--- config.mk ---
export PLATFORM = sky130hd
export DESIGN_NAME = uart_rx
export DESIGN_NICKNAME = d
export VERILOG_FILES = /design/src/rtl/uart_rx_pkg.sv /design/src/rtl/uart_rx_sampler.sv /design/src/rtl/uart_rx_frame.sv /design/src/rtl/uart_rx_fifo.sv /design/src/rtl/uart_rx.sv
export SDC_FILE = /design/constraint.sdc
export NUM_CORES = 1
export LEC_CHECK = 0
export BUFFER_PORTS_ARGS = -buffer_cell sky130_fd_sc_hd__buf_2
export CAP_MARGIN = 10
export CORE_ASPECT_RATIO = 2
export CORE_MARGIN = 4
export CORE_UTILIZATION = 56
export DETAILED_ROUTE_END_ITERATION = 7
export PLACE_DENSITY = 0.76
export SYNTH_ARGS = -nofsm -noshare
export SYNTH_HDL_FRONTEND = slang
export SYNTH_SLANG_ARGS = --single-unit
--- constraint.sdc ---
create_clock -name clk_i -period 2.8 [get_ports clk_i]
set_input_delay 0.28 -clock clk_i [delete_from_list [all_inputs] [get_ports clk_i]]
set_output_delay 0.28 -clock clk_i [all_outputs]
set_load 0.02 [all_outputs]
--- src/rtl/uart_rx_pkg.sv ---
package uart_rx_pkg;

  // --------------------
  // Bit timing
  localparam int OVERSAMPLE  = 16;                   // Ticks per bit
  localparam int CNT_W       = $clog2(OVERSAMPLE);   // Tick counter width
  localparam int SYNC_STAGES = 2;                    // Input flop chain depth

  typedef logic [CNT_W-1:0] tick_t;

  localparam tick_t TICK_LAST    = tick_t'(OVERSAMPLE - 1); // Counter wraps here
  localparam tick_t SAMPLE_FIRST = 5;                      // First filter sample
  localparam tick_t SAMPLE_LAST  = 7;                      // Third sample, decision
  localparam tick_t BIT_CENTER   = 8;                      // Bit-center strobe tick
  localparam tick_t START_OFFSET = 2;                      // Covers sync delay

  // --------------------
  // Character and FIFO sizes
  localparam int CHAR_W     = 8;
  localparam int IDX_W      = $clog2(CHAR_W);
  localparam int FIFO_DEPTH = 16;
  localparam int PTR_W      = $clog2(FIFO_DEPTH);

  typedef logic [IDX_W-1:0] bit_idx_t;
  typedef logic [PTR_W-1:0] ptr_t;
  typedef logic [PTR_W:0]   fill_t;     // One extra bit to hold a full count

  // --------------------
  // Encodings
  typedef enum logic [1:0] {WORD_LEN_5, WORD_LEN_6, WORD_LEN_7, WORD_LEN_8} word_len_e;
  typedef enum logic [1:0] {PARITY_ODD, PARITY_EVEN, PARITY_ONE, PARITY_ZERO} parity_e;
  typedef enum logic [1:0] {TRIG_1, TRIG_4, TRIG_8, TRIG_14} trig_level_e;
  typedef enum logic [2:0] {
    RX_IDLE, RX_START, RX_DATA, RX_PARITY, RX_STOP, RX_RESYNC
  } rx_state_e;

  typedef struct packed {
    word_len_e   word_len;
    logic        parity_en;
    parity_e     parity;
    trig_level_e trig_level;  // FIFO threshold
  } line_cfg_t;

  typedef struct packed {
    logic bit_center;  // One clock at each bit center
    logic bit_val;     // Majority decision
    logic start_edge;  // Line low while hunting
  } sample_t;

  typedef struct packed {
    logic              parity_err;
    logic              framing_err;
    logic              brk;
    logic [CHAR_W-1:0] data;  // Unused upper bits stay zero
  } rx_char_t;

endpackage

--- src/rtl/uart_rx_sampler.sv ---
`timescale 1ns/10ps

module uart_rx_sampler (
  input  logic                 clk_i,
  input  logic                 rst_n_i,
  input  logic                 oversample_tick_i,
  input  logic                 rxd_i,
  input  logic                 hunt_i,
  output uart_rx_pkg::sample_t sample_o
);

  logic [uart_rx_pkg::SYNC_STAGES-1:0] sync_q;      // Flop chain, LSB first
  logic                                rxd_sync;
  uart_rx_pkg::tick_t                  tick_cnt_q;
  logic [1:0]                          high_cnt_q;  // High samples seen so far
  logic                                bit_val_q;
  logic                                center_lvl;
  logic                                center_q;

  // --------------------
  // Two-flop synchronizer, line idles high
  always_ff @(posedge clk_i or negedge rst_n_i) begin
    if (!rst_n_i) begin
      sync_q <= '1;
    end else begin
      sync_q <= {sync_q[uart_rx_pkg::SYNC_STAGES-2:0], rxd_i};
    end
  end

  assign rxd_sync = sync_q[uart_rx_pkg::SYNC_STAGES-1];

  // --------------------
  // Tick counter
  always_ff @(posedge clk_i or negedge rst_n_i) begin
    if (!rst_n_i) begin
      tick_cnt_q <= '0;
    end else if (hunt_i) begin
      // Held at zero until a start edge
      if (!rxd_sync && oversample_tick_i) begin
        tick_cnt_q <= uart_rx_pkg::START_OFFSET;  // Tick already taken this clock
      end else begin
        tick_cnt_q <= '0;
      end
    end else if (oversample_tick_i) begin
      if (tick_cnt_q == uart_rx_pkg::TICK_LAST) begin
        tick_cnt_q <= '0;
      end else begin
        tick_cnt_q <= tick_cnt_q + 1'b1;
      end
    end
  end

  // --------------------
  // Majority of three samples
  always_ff @(posedge clk_i or negedge rst_n_i) begin
    if (!rst_n_i) begin
      high_cnt_q <= '0;
      bit_val_q  <= 1'b1;  // Idle line level
    end else if (oversample_tick_i && !hunt_i) begin
      if (tick_cnt_q == uart_rx_pkg::SAMPLE_FIRST) begin
        high_cnt_q <= {1'b0, rxd_sync};              // Restart the count
      end else if (tick_cnt_q > uart_rx_pkg::SAMPLE_FIRST &&
                   tick_cnt_q < uart_rx_pkg::SAMPLE_LAST) begin
        high_cnt_q <= high_cnt_q + {1'b0, rxd_sync};
      end else if (tick_cnt_q == uart_rx_pkg::SAMPLE_LAST) begin
        // Last sample folded straight into the decision
        bit_val_q <= (high_cnt_q + {1'b0, rxd_sync}) >= 2'd2;
      end
    end
  end

  // Counter dwells at center for a whole tick period
  assign center_lvl = (tick_cnt_q == uart_rx_pkg::BIT_CENTER);

  always_ff @(posedge clk_i or negedge rst_n_i) begin
    if (!rst_n_i) begin
      center_q <= 1'b0;
    end else begin
      center_q <= center_lvl;
    end
  end

  assign sample_o.bit_center = center_lvl & ~center_q;  // First clock at center
  assign sample_o.bit_val    = bit_val_q;
  assign sample_o.start_edge = hunt_i & ~rxd_sync;

endmodule

--- src/rtl/uart_rx_frame.sv ---
`timescale 1ns/10ps

module uart_rx_frame (
  input  logic                   clk_i,
  input  logic                   rst_n_i,
  input  uart_rx_pkg::sample_t   sample_i,
  input  uart_rx_pkg::line_cfg_t cfg_i,
  output logic                   hunt_o,
  output logic                   char_valid_o,
  output uart_rx_pkg::rx_char_t  char_o
);

  uart_rx_pkg::rx_state_e        state_q, state_d;
  uart_rx_pkg::bit_idx_t         bit_idx_q, bit_idx_d;
  uart_rx_pkg::bit_idx_t         last_idx;                // Index of the last data bit
  logic [uart_rx_pkg::CHAR_W-1:0] shift_q, shift_d;
  logic                          par_err_q, par_err_d;
  logic                          all_zero_q, all_zero_d;  // No one seen in this frame
  logic                          par_bad;
  logic                          push_d;
  uart_rx_pkg::rx_char_t         char_d;
  logic                          center;
  logic                          rx_bit;

  assign center = sample_i.bit_center;
  assign rx_bit = sample_i.bit_val;
  assign hunt_o = (state_q == uart_rx_pkg::RX_IDLE) || (state_q == uart_rx_pkg::RX_RESYNC);

  // --------------------
  // Word length and parity decode
  always_comb begin
    case (cfg_i.word_len)
      uart_rx_pkg::WORD_LEN_5: last_idx = 3'd4;
      uart_rx_pkg::WORD_LEN_6: last_idx = 3'd5;
      uart_rx_pkg::WORD_LEN_7: last_idx = 3'd6;
      default:                 last_idx = 3'd7;
    endcase

    case (cfg_i.parity)
      uart_rx_pkg::PARITY_ODD:  par_bad = ((^shift_q) == rx_bit);
      uart_rx_pkg::PARITY_EVEN: par_bad = ((^shift_q) != rx_bit);
      uart_rx_pkg::PARITY_ONE:  par_bad = ~rx_bit;
      default:                  par_bad = rx_bit;  // Forced zero
    endcase
  end

  // --------------------
  // Frame FSM
  always_comb begin
    state_d    = state_q;
    bit_idx_d  = bit_idx_q;
    shift_d    = shift_q;
    par_err_d  = par_err_q;
    all_zero_d = all_zero_q;
    push_d     = 1'b0;
    char_d     = char_o;

    case (state_q)
      uart_rx_pkg::RX_IDLE: begin
        if (sample_i.start_edge) state_d = uart_rx_pkg::RX_START;
      end
      uart_rx_pkg::RX_START: begin
        if (center) begin
          if (rx_bit) begin
            state_d = uart_rx_pkg::RX_IDLE;  // False start
          end else begin
            state_d    = uart_rx_pkg::RX_DATA;
            bit_idx_d  = '0;
            shift_d    = '0;                 // Keeps unused upper bits zero
            par_err_d  = 1'b0;
            all_zero_d = 1'b1;
          end
        end
      end
      uart_rx_pkg::RX_DATA: begin
        if (center) begin
          shift_d[bit_idx_q] = rx_bit;       // LSB first
          all_zero_d         = all_zero_q & ~rx_bit;
          bit_idx_d          = bit_idx_q + 1'b1;
          if (bit_idx_q == last_idx) begin
            state_d = cfg_i.parity_en ? uart_rx_pkg::RX_PARITY : uart_rx_pkg::RX_STOP;
          end
        end
      end
      uart_rx_pkg::RX_PARITY: begin
        if (center) begin
          par_err_d  = par_bad;
          all_zero_d = all_zero_q & ~rx_bit;
          state_d    = uart_rx_pkg::RX_STOP;
        end
      end
      uart_rx_pkg::RX_STOP: begin
        if (center) begin
          push_d             = 1'b1;
          char_d.parity_err  = par_err_q;
          char_d.framing_err = ~rx_bit;
          char_d.brk         = all_zero_q & ~rx_bit;  // Whole frame low
          char_d.data        = shift_q;
          state_d = rx_bit ? uart_rx_pkg::RX_IDLE : uart_rx_pkg::RX_RESYNC;
        end
      end
      uart_rx_pkg::RX_RESYNC: begin
        // Line may already be low again
        state_d = sample_i.start_edge ? uart_rx_pkg::RX_START : uart_rx_pkg::RX_IDLE;
      end
      default: state_d = uart_rx_pkg::RX_IDLE;
    endcase
  end

  always_ff @(posedge clk_i or negedge rst_n_i) begin
    if (!rst_n_i) begin
      state_q      <= uart_rx_pkg::RX_IDLE;
      bit_idx_q    <= '0;
      char_valid_o <= 1'b0;
    end else begin
      state_q      <= state_d;
      bit_idx_q    <= bit_idx_d;
      char_valid_o <= push_d;  // One clock after the stop center
    end
  end

  always_ff @(posedge clk_i) begin
    shift_q    <= shift_d;
    par_err_q  <= par_err_d;
    all_zero_q <= all_zero_d;
    char_o     <= char_d;
  end

endmodule

--- src/rtl/uart_rx_fifo.sv ---
`timescale 1ns/10ps

module uart_rx_fifo (
  input  logic                     clk_i,
  input  logic                     rst_n_i,
  input  logic                     push_i,
  input  uart_rx_pkg::rx_char_t    char_i,
  input  logic                     pop_i,
  input  uart_rx_pkg::trig_level_e trig_level_i,
  output uart_rx_pkg::rx_char_t    char_o,
  output logic                     not_empty_o,
  output logic                     trigger_o,
  output logic                     overrun_o
);

  uart_rx_pkg::rx_char_t mem_q [uart_rx_pkg::FIFO_DEPTH];
  uart_rx_pkg::ptr_t     wr_ptr_q;
  uart_rx_pkg::ptr_t     rd_ptr_q;
  uart_rx_pkg::fill_t    count_q;
  uart_rx_pkg::fill_t    thresh;
  logic                  full;
  logic                  do_push;
  logic                  do_pop;

  assign full        = (count_q == uart_rx_pkg::fill_t'(uart_rx_pkg::FIFO_DEPTH));
  assign not_empty_o = (count_q != '0);
  assign do_pop      = pop_i & not_empty_o;      // Pop on empty is ignored
  assign do_push     = push_i & (~full | do_pop); // Room frees up on a same-clock pop
  assign char_o      = mem_q[rd_ptr_q];           // Head, valid while not empty

  // --------------------
  // Trigger threshold
  always_comb begin
    case (trig_level_i)
      uart_rx_pkg::TRIG_1:  thresh = uart_rx_pkg::fill_t'(1);
      uart_rx_pkg::TRIG_4:  thresh = uart_rx_pkg::fill_t'(4);
      uart_rx_pkg::TRIG_8:  thresh = uart_rx_pkg::fill_t'(8);
      default:              thresh = uart_rx_pkg::fill_t'(14);
    endcase
  end

  assign trigger_o = (count_q >= thresh);

  // --------------------
  // Pointers, fill count, overrun
  always_ff @(posedge clk_i or negedge rst_n_i) begin
    if (!rst_n_i) begin
      wr_ptr_q  <= '0;
      rd_ptr_q  <= '0;
      count_q   <= '0;
      overrun_o <= 1'b0;
    end else begin
      if (do_push) wr_ptr_q <= wr_ptr_q + 1'b1;  // Wraps with the depth
      if (do_pop)  rd_ptr_q <= rd_ptr_q + 1'b1;
      case ({do_push, do_pop})
        2'b10:   count_q <= count_q + 1'b1;
        2'b01:   count_q <= count_q - 1'b1;
        default: count_q <= count_q;         // Both or neither
      endcase
      overrun_o <= push_i & ~do_push;        // Character dropped, store untouched
    end
  end

  // Storage
  always_ff @(posedge clk_i) begin
    if (do_push) begin
      mem_q[wr_ptr_q] <= char_i;
    end
  end

endmodule

--- src/rtl/uart_rx.sv ---
`timescale 1ns/10ps

module uart_rx (
  input  logic                   clk_i,
  input  logic                   rst_n_i,
  input  logic                   oversample_tick_i,
  input  logic                   rxd_i,
  input  uart_rx_pkg::line_cfg_t cfg_i,
  input  logic                   pop_i,
  output uart_rx_pkg::rx_char_t  char_o,
  output logic                   not_empty_o,
  output logic                   trigger_o,
  output logic                   overrun_o
);

  uart_rx_pkg::sample_t  sample;      // Sampler to FSM
  logic                  hunt;        // FSM waiting for a start bit
  logic                  char_valid;
  uart_rx_pkg::rx_char_t frame_char;

  // --------------------
  // Input sampler
  uart_rx_sampler i_sampler (
    .clk_i             (clk_i),
    .rst_n_i           (rst_n_i),
    .oversample_tick_i (oversample_tick_i),
    .rxd_i             (rxd_i),
    .hunt_i            (hunt),
    .sample_o          (sample)
  );

  // Frame FSM
  uart_rx_frame i_frame (
    .clk_i        (clk_i),
    .rst_n_i      (rst_n_i),
    .sample_i     (sample),
    .cfg_i        (cfg_i),
    .hunt_o       (hunt),
    .char_valid_o (char_valid),
    .char_o       (frame_char)
  );

  // Receive FIFO, only the threshold comes from the line settings
  uart_rx_fifo i_fifo (
    .clk_i        (clk_i),
    .rst_n_i      (rst_n_i),
    .push_i       (char_valid),
    .char_i       (frame_char),
    .pop_i        (pop_i),
    .trig_level_i (cfg_i.trig_level),
    .char_o       (char_o),
    .not_empty_o  (not_empty_o),
    .trigger_o    (trigger_o),
    .overrun_o    (overrun_o)
  );

endmodule

==> results of run 1 <==
-- area by class of cell --
type                       count  area share
multi-input combinational    253      0.2465
clock inverter                14     0.01329
timing repair buffer          56     0.03684
inverter                      16    0.005596
clock buffer                  22     0.04932
tap                          207     0.02413
sequential                   228      0.6243
-- repair_timing --
item | CTS | global route
hold buffers | 2 | 0
setup endpoints to repair | 11 | 0
endpoints found under the hold margin | 29 | 0
resized for setup | 1 | 0
setup buffers | 3 | 0
-- Yosys cell counts (all sizes together) (2+ instances only) --
cell type  count  area share
nand2b         6      0.0040
nor3b          2      0.0016
mux2           4      0.0055
edfxtp       197        0.62
dfrtp         28       0.074
a211oi         3      0.0024
mux2i         11       0.012
clkbuf        12      0.0048
nand2         25       0.011
nor2          35       0.014
a21oi          9      0.0048
xnor2         15       0.014
or3            3      0.0020
o21ai         14      0.0086
ha            18       0.024
mux4          55        0.13
a41o           2      0.0021
inv           15      0.0059
nand3          7      0.0037
a21o           2      0.0016
o31ai          3      0.0024
buf           10      0.0058
xor2           8      0.0074
nand3b         3      0.0024
a31oi          2      0.0013
nor3           8      0.0042
dfstp          3      0.0083
nor2b          3      0.0020
-- kinds of logic after synthesis --
kind of cell | count (synthesis) | synth area share
muxes | 70 | 0.1479
adders and majority gates | 19 | 0.02589
xor gates and xnor gates | 23 | 0.02126
AOI/OAI and AO/OA | 41 | 0.02905
and+or+nand+nor | 100 | 0.05230
DFF | 228 | 0.7067
buffers and inverters | 38 | 0.01690
-- stage by stage --
step	utilization	total power [uW]	instance area [sq um]
2_1_floorplan	-	6365	9474
3_3_place_gp	0.5985	7080	9985
3_5_place_dp	0.5990	7169	9992
4_1_cts	0.6419	9986	10710
5_1_grt	0.6433	10380	10730
6_report	0.6433	9874	10730
-- critical path, stage by stage (launching register included) --
cell and delay [ps]:
dfrtp_4 480, buf_12 220, mux4_2 550, mux4_2 500, buf_2 180
-- power breakdown --
part	internal, uW	switching [uW]
Sequential	3860	382
Combinational	1500	1370
Clock	1580	1190
-- sequential cells by signal, indices dropped and copies added (netlist names) --
register and count:
i_fifo.count_q 5, i_fifo.mem_q 176, i_fifo.overrun_o 1, i_fifo.rd_ptr_q 4
i_fifo.wr_ptr_q 4, i_frame.all_zero_q 1, i_frame.bit_idx_q 3, i_frame.char_o 11
i_frame.char_valid_o 1, i_frame.par_err_q 1, i_frame.shift_q 8, i_frame.state_q 3
i_sampler.bit_val_q 1, i_sampler.center_q 1, i_sampler.high_cnt_q 2, i_sampler.sync_q 2
i_sampler.tick_cnt_q 4
-- layer usage --
layer	wire, um	vias to the layer above	part of all wire	global-route usage
met2	10870	95	0.59	0.3948
met4	417	0	0.023	0.06227
met5	0	-	0	0
met3	573	24	0.031	0.02072
li1	-	2149	-	-
met1	6570	2490	0.36	0.2305
-- worst min-delay path by stage --
stage | start | endpoint | slack [ps] | cells after the start
2_1_floorplan | rst_n_i | i_fifo.count_q[0] | -20 | 0
3_3_place_gp | i_sampler.sync_q[0] | i_sampler.sync_q[1] | 350 | 0
3_5_place_dp | i_sampler.sync_q[0] | i_sampler.sync_q[1] | 350 | 0
4_1_cts | pop_i | i_fifo.overrun_o | 20 | 2
5_1_grt | pop_i | i_fifo.overrun_o | 40 | 2
6_report | oversample_tick_i | i_sampler.tick_cnt_q[1] | 40 | 2
==> flow_summary.rst, run 1 <==
.. list-table::
   :header-rows: 1

   * - Metric
     - Value
   * - Largest voltage drop on the vdd net
     - 0.8928 mV
   * - Worst hold margin
     - 38.14 ps
   * - Capturing instance or port of the critical path
     - char_o[5]
   * - Launch instance of the worst register-to-register path
     - i_fifo.count_q[1]
   * - Average size of a mapped cell
     - between 15 and 20 sq um
   * - Setup repair after global routing missed its margin
     - false
   * - Layout cells sized above 1
     - 0.2767
   * - Routed Antenna Nets
     - 0
   * - Class of the most critical hold timing path
     - in2reg
   * - Highest clock rate
     - 0.3674 GHz
   * - Total of buffers placed on input and output ports
     - 25
   * - Crit path from
     - i_fifo.rd_ptr_q[0]
   * - Most frequent cells in the layout
     - edfxtp_1 (197), mux4_2 (55), nor2_1 (35), dfrtp_1 (26)
   * - Sequential fraction of the synthesis area
     - 0.7067
   * - Depth of the worst register-to-register path
     - 9
   * - Final instance count without filler cells
     - between 700 and 800
   * - Flip-flop cell with the highest count after synthesis
     - edfxtp_1
   * - Multi-input combinational cell area
     - approximately 2600 sq um
   * - Clock Root Buffer
     - clkbuf_16
   * - Number of inserted diodes
     - 0
   * - TritonCTS Buffers
     - 20
   * - RePlAce Congestion
     - around 0.78
   * - Most common cell after layout, fill and taps aside
     - edfxtp_1
   * - Detailed-route wire length
     - roughly 18 mm
   * - Antenna violations before repair
     - 0
   * - Result of the run
     - complete, no violations
   * - Number of flip-flops and latches in the synthesized netlist
     - 228
   * - Data arrival time at the worst-slack endpoint
     - 2440 ps
   * - Average wire length per cell after detail routing
     - 23.16 um
   * - Post-Syn Instances
     - 519
   * - Summed negative setup slack over all endpoints
     - 0 ps
   * - Setup-violating endpoint count in the final report
     - 0
   * - Area of the core
     - 16680 sq um
   * - Vertical extent of the die
     - 191.9 um
   * - Row count
     - 67
   * - Max-capacitance violation count
     - 0
   * - Initial drt markers
     - 287
   * - CP Launch Type
     - flop
   * - DIE AREA
     - 19190 sq um
   * - Net Count, Synth
     - 550
   * - Worst Skew
     - between 15 and 20 ps
   * - Fillers
     - 1131
   * - P&R area growth vs syn
     - 13.27%
   * - Bufs on Longest Clock Path
     - 3
   * - Endpoint of the worst register-to-register path
     - i_fifo.count_q[4]
   * - Final-report hold violation count
     - 0
   * - Leftover overflow at the end of global routing
     - 0
   * - First-pass GRT wire length
     - slightly below 30 mm
   * - Pin slew with the least headroom to its limit
     - 1137 ps
   * - Number of enable-type register cells in the synthesized netlist
     - 197
   * - Fraction of synthesis flops using an asynchronous set or reset pin
     - 0.1360
   * - Worst EP required
     - around 2500 ps
   * - Number of vias after detailed routing
     - 4758
   * - Largest fanout of any net on the critical path
     - 20
   * - Vias in the first global route
     - 5063
   * - Period minus WS final
     - 2722 ps
   * - Sinks on the clock net
     - 228
   * - Total power density per cell area
     - between 900 and 1000 nW/um^2
   * - Lkg Pwr
     - 0.003761 uW
   * - Initial core utilization
     - 0.5679
   * - Final period utilization
     - 0.9720
   * - FF+latch area
     - 6700 sq um
   * - Global-route usage over all layers
     - 0.2034
   * - Clock transition at the registers of the reported paths
     - approximately 70 ps
   * - Yosys Warn Count
     - 0
   * - Post-route DRC violation count
     - 0
   * - Slew Limit Headroom
     - 0.2392
   * - Area of the mapped netlist
     - 9474 sq um
   * - Number of different library cells in the post-synthesis netlist
     - 50
   * - Router iterations before antenna repair
     - 4
   * - TritonCTS clock tree
     - built
   * - Number of placed instances, taps included
     - 753
   * - Setup WS post-layout
     - 78.26 ps
   * - Register-to-Register Setup Slack
     - 250 ps
   * - Setup slack after placement
     - 268.6 ps
   * - Layout net count
     - 606
   * - H-tree lvl count
     - 1
   * - Maximum number of pins on one net before global-route repair
     - 32
   * - Vias per cell
     - about 6.0
   * - Max Slew Vio Count
     - 0
   * - Kind of capture point of the worst setup path
     - output pin
   * - Die Span X
     - 99.97 um
   * - Type of the setup path with the least slack
     - reg2out
   * - I/O pin count
     - 26
   * - Final HPWL DP
     - 12.43 mm
   * - Worst-skew pair later-pin latency
     - about 490 ps
Note: power is estimated with default switching activity, not from simulation.
==> run 2: changes to the inputs <==
CELL_PAD_IN_SITES_DETAIL_PLACEMENT = 1   (was unset)
CELL_PAD_IN_SITES_GLOBAL_PLACEMENT = 2   (was unset)
CORE_UTILIZATION = 43   (was 56)
PLACE_DENSITY = unset   (was 0.76)
PLACE_DENSITY_LB_ADDON = 0.1   (was unset)
==> flow_summary.rst, run 2 (same netlist as run 1, synthesis figures left out) <==
.. list-table::
   :header-rows: 1

   * - Metric
     - Value
   * - Lkg Pwr
     - 0.003774 uW (was 0.003761 uW)
   * - Period minus WS final
     - 2731 ps (was 2722 ps)
   * - Final HPWL DP
     - 14.05 mm (was 12.43 mm)
   * - Worst EP required
     - 2520 ps (about the same)
   * - Antenna violations before repair
     - 0 (unchanged)
   * - Highest clock rate
     - 0.3662 GHz (was 0.3674 GHz)
   * - Register-to-Register Setup Slack
     - 180 ps (was 250 ps)
   * - Worst-skew pair later-pin latency
     - 520 ps (was 490 ps)
   * - Max-capacitance violation count
     - 0 (unchanged)
   * - Number of placed instances, taps included
     - 822 (was 753)
   * - Initial drt markers
     - 209 (was 287)
   * - Vias in the first global route
     - 5519 (was 5063)
   * - Total of buffers placed on input and output ports
     - 25 (unchanged)
   * - Vertical extent of the die
     - 217.9 um (was 191.9 um)
   * - Layout cells sized above 1
     - 0.2736 (was 0.2767)
   * - Largest voltage drop on the vdd net
     - 0.6938 mV (was 0.8928 mV)
   * - Initial core utilization
     - 0.4389 (was 0.5679)
   * - Fin util
     - 0.5024 (was 0.6433)
   * - Maximum number of pins on one net before global-route repair
     - 48 (was 32)
   * - Launch instance of the worst register-to-register path
     - i_fifo.count_q[1] (unchanged)
   * - Hold path cells
     - 2 (unchanged)
   * - Layout net count
     - 608 (was 606)
   * - Slew Limit Headroom
     - 0.4224 (was 0.2392)
   * - Total design power
     - 10060 uW (was 9874 uW)
   * - Clock Root Buffer
     - clkbuf_16 (unchanged)
   * - Bufs on Longest Clock Path
     - 3 (unchanged)
   * - Final-report hold violation count
     - 0 (unchanged)
   * - Max Slew Vio Count
     - 0 (unchanged)
   * - Largest fanout of any net on the critical path
     - 7 (was 20)
   * - Detailed-route wire length
     - 21.18 mm (was 18.44 mm)
   * - Number of vias after detailed routing
     - 4748 (was 4758)
   * - Type of the setup path with the least slack
     - reg2out (unchanged)
   * - Result of the run
     - complete, no violations (unchanged)
   * - RePlAce Congestion
     - 0.7681 (was 0.7817)
   * - Global-route usage over all layers
     - 0.1807 (was 0.2034)
   * - Summed negative setup slack over all endpoints
     - 0 ps (unchanged)
   * - Class of the most critical hold timing path
     - in2reg (unchanged)
   * - CP Launch Type
     - flop (unchanged)
   * - Leftover overflow at the end of global routing
     - 0 (unchanged)
   * - First-pass GRT wire length
     - 32.99 mm (was 29.18 mm)
   * - Setup repair after global routing missed its margin
     - false (unchanged)
   * - Fillers
     - 1986 (was 1131)
   * - Area of the core
     - 21590 sq um (was 16680 sq um)
   * - TritonCTS Buffers
     - 21 (was 20)
   * - Most common cell after layout, fill and taps aside
     - edfxtp_1 (unchanged)
   * - TritonCTS clock tree
     - built (unchanged)
   * - P&R area growth vs syn
     - 14.47% (was 13.27%)
   * - Vias per cell
     - 5.489 (was 5.977)
   * - Worst Skew
     - 14.06 ps (was 17.95 ps)
   * - Number of inserted diodes
     - 0 (unchanged)
   * - Clock transition at the registers of the reported paths
     - 70 ps (about the same)
   * - Largest register by flop count
     - i_fifo.mem_q (unchanged)
   * - Final instance count without filler cells
     - 865 (was 796)
   * - Depth of the worst register-to-register path
     - 9 (unchanged)
   * - End point of the worst hold path
     - i_sampler.tick_cnt_q[1] (unchanged)
   * - I/O pin count
     - 26 (unchanged)
   * - Pin slew with the least headroom to its limit
     - 866.4 ps (was 1137 ps)
   * - Die Span X
     - 113.0 um (was 99.97 um)
   * - Sinks on the clock net
     - 228 (unchanged)
   * - Flip-flop count of the largest register, all copies and words added
     - 176 (unchanged)
   * - Endpoint of the worst register-to-register path
     - i_fifo.count_q[4] (unchanged)
   * - Routed Antenna Nets
     - 0 (unchanged)
   * - Row count
     - 76 (was 67)
   * - Total power density per cell area
     - 927.6 nW/um^2 (was 920.1 nW/um^2)
   * - Setup-violating endpoint count in the final report
     - 0 (unchanged)
   * - Average wire length per cell after detail routing
     - 24.49 um (was 23.16 um)
   * - Registers with the most flip-flops
     - i_fifo.mem_q: 176 flops, i_frame.char_o: 11 flops, i_frame.shift_q: 8 flops (unchanged)
   * - Data arrival time at the worst-slack endpoint
     - 2450 ps (was 2440 ps)
   * - Post-route DRC violation count
     - 0 (unchanged)
   * - Router iterations before antenna repair
     - 4 (unchanged)
   * - Startpoint of the worst hold path
     - oversample_tick_i (unchanged)
   * - H-tree lvl count
     - 1 (unchanged)
   * - Kind of capture point of the worst setup path
     - output pin (unchanged)
   * - Final period utilization
     - 0.9753 (was 0.9720)
   * - Most frequent cells in the layout
     - edfxtp_1 (197), mux4_2 (55), nor2_1 (35), dfrtp_1 (26), buf_2 (25) (was edfxtp_1 (197), mux4_2 (55), nor2_1 (35), dfrtp_1 (26))
   * - DIE AREA
     - 24620 sq um (was 19190 sq um)
==> run 2: critical path: stages (launching register included) <==
cell and delay, ps:
dfrtp_2 380, buf_12 150, buf_6 160, mux4_2 540, mux4_2 520, buf_2 180
==> run 2: worst max-delay path by stage <==
| stage | from | slack [ps] | cells after the start | endpoint |
|---|---|---|---|---|
| 2_1_floorplan | i_sampler.tick_cnt_q[0] | 160 | 5 | i_frame.char_o[0] |
| 4_1_cts | i_fifo.rd_ptr_q[0] | 10 | 5 | char_o[7] |
| 6_report | i_fifo.rd_ptr_q[0] | 70 | 5 | char_o[4] |
| 5_1_grt | i_fifo.rd_ptr_q[0] | 9 | 5 | char_o[8] |
| 3_5_place_dp | i_fifo.count_q[1] | 200 | 9 | i_fifo.count_q[4] |
| 3_3_place_gp | i_fifo.count_q[1] | 300 | 9 | i_fifo.count_q[4] |
==> run 2: timing repair <==
item	4_1_cts	5_1_grt
gates resized for setup	1	2
cloned	1	0
buffers inserted	2	0
endpoints found under the setup margin	6	4
hold endpoints to repair	29	0
hold buffers	2	0
==> run 2: layout make-up <==
type	count	area, sq um	area share
repair buffers	57	435.4	0.04015
multi-input cells	253	2645	0.2439
flip-flops and latches	228	6698	0.6176
clock buffers	27	548.0	0.05053
inverters	16	60.06	0.005538
well taps	273	341.6	0.03150
clock inverters	11	117.6	0.01084
==> run 2: report_power, final <==
group	internal (uW)	switching, uW	total (uW)
Sequential	3850	332	4190
Clock	1590	1250	2840
Combinational	1550	1490	3040
Total	6990	3070	10100
==> run 2: metal layers <==
layer	vias up	global-route usage	wire, um
met3	31	0.01777	672
li1	2156	-	-
met5	-	0	0
met1	2474	0.1878	7165
met2	87	0.3664	12780
met4	0	0.05937	565
==> run 2: stage by stage <==
step / hold slack, ps / setup WS, ps / instance area (sq um)
floorplan: -15.59 / 163.2 / 9474
global placement: 347.9 / 301.6 / 10100
detailed placement: 347.9 / 203.1 / 10100
CTS: 19.18 / 13.76 / 10850
global route: 24.37 / 9.498 / 10850
finish: 37.52 / 69.28 / 10850
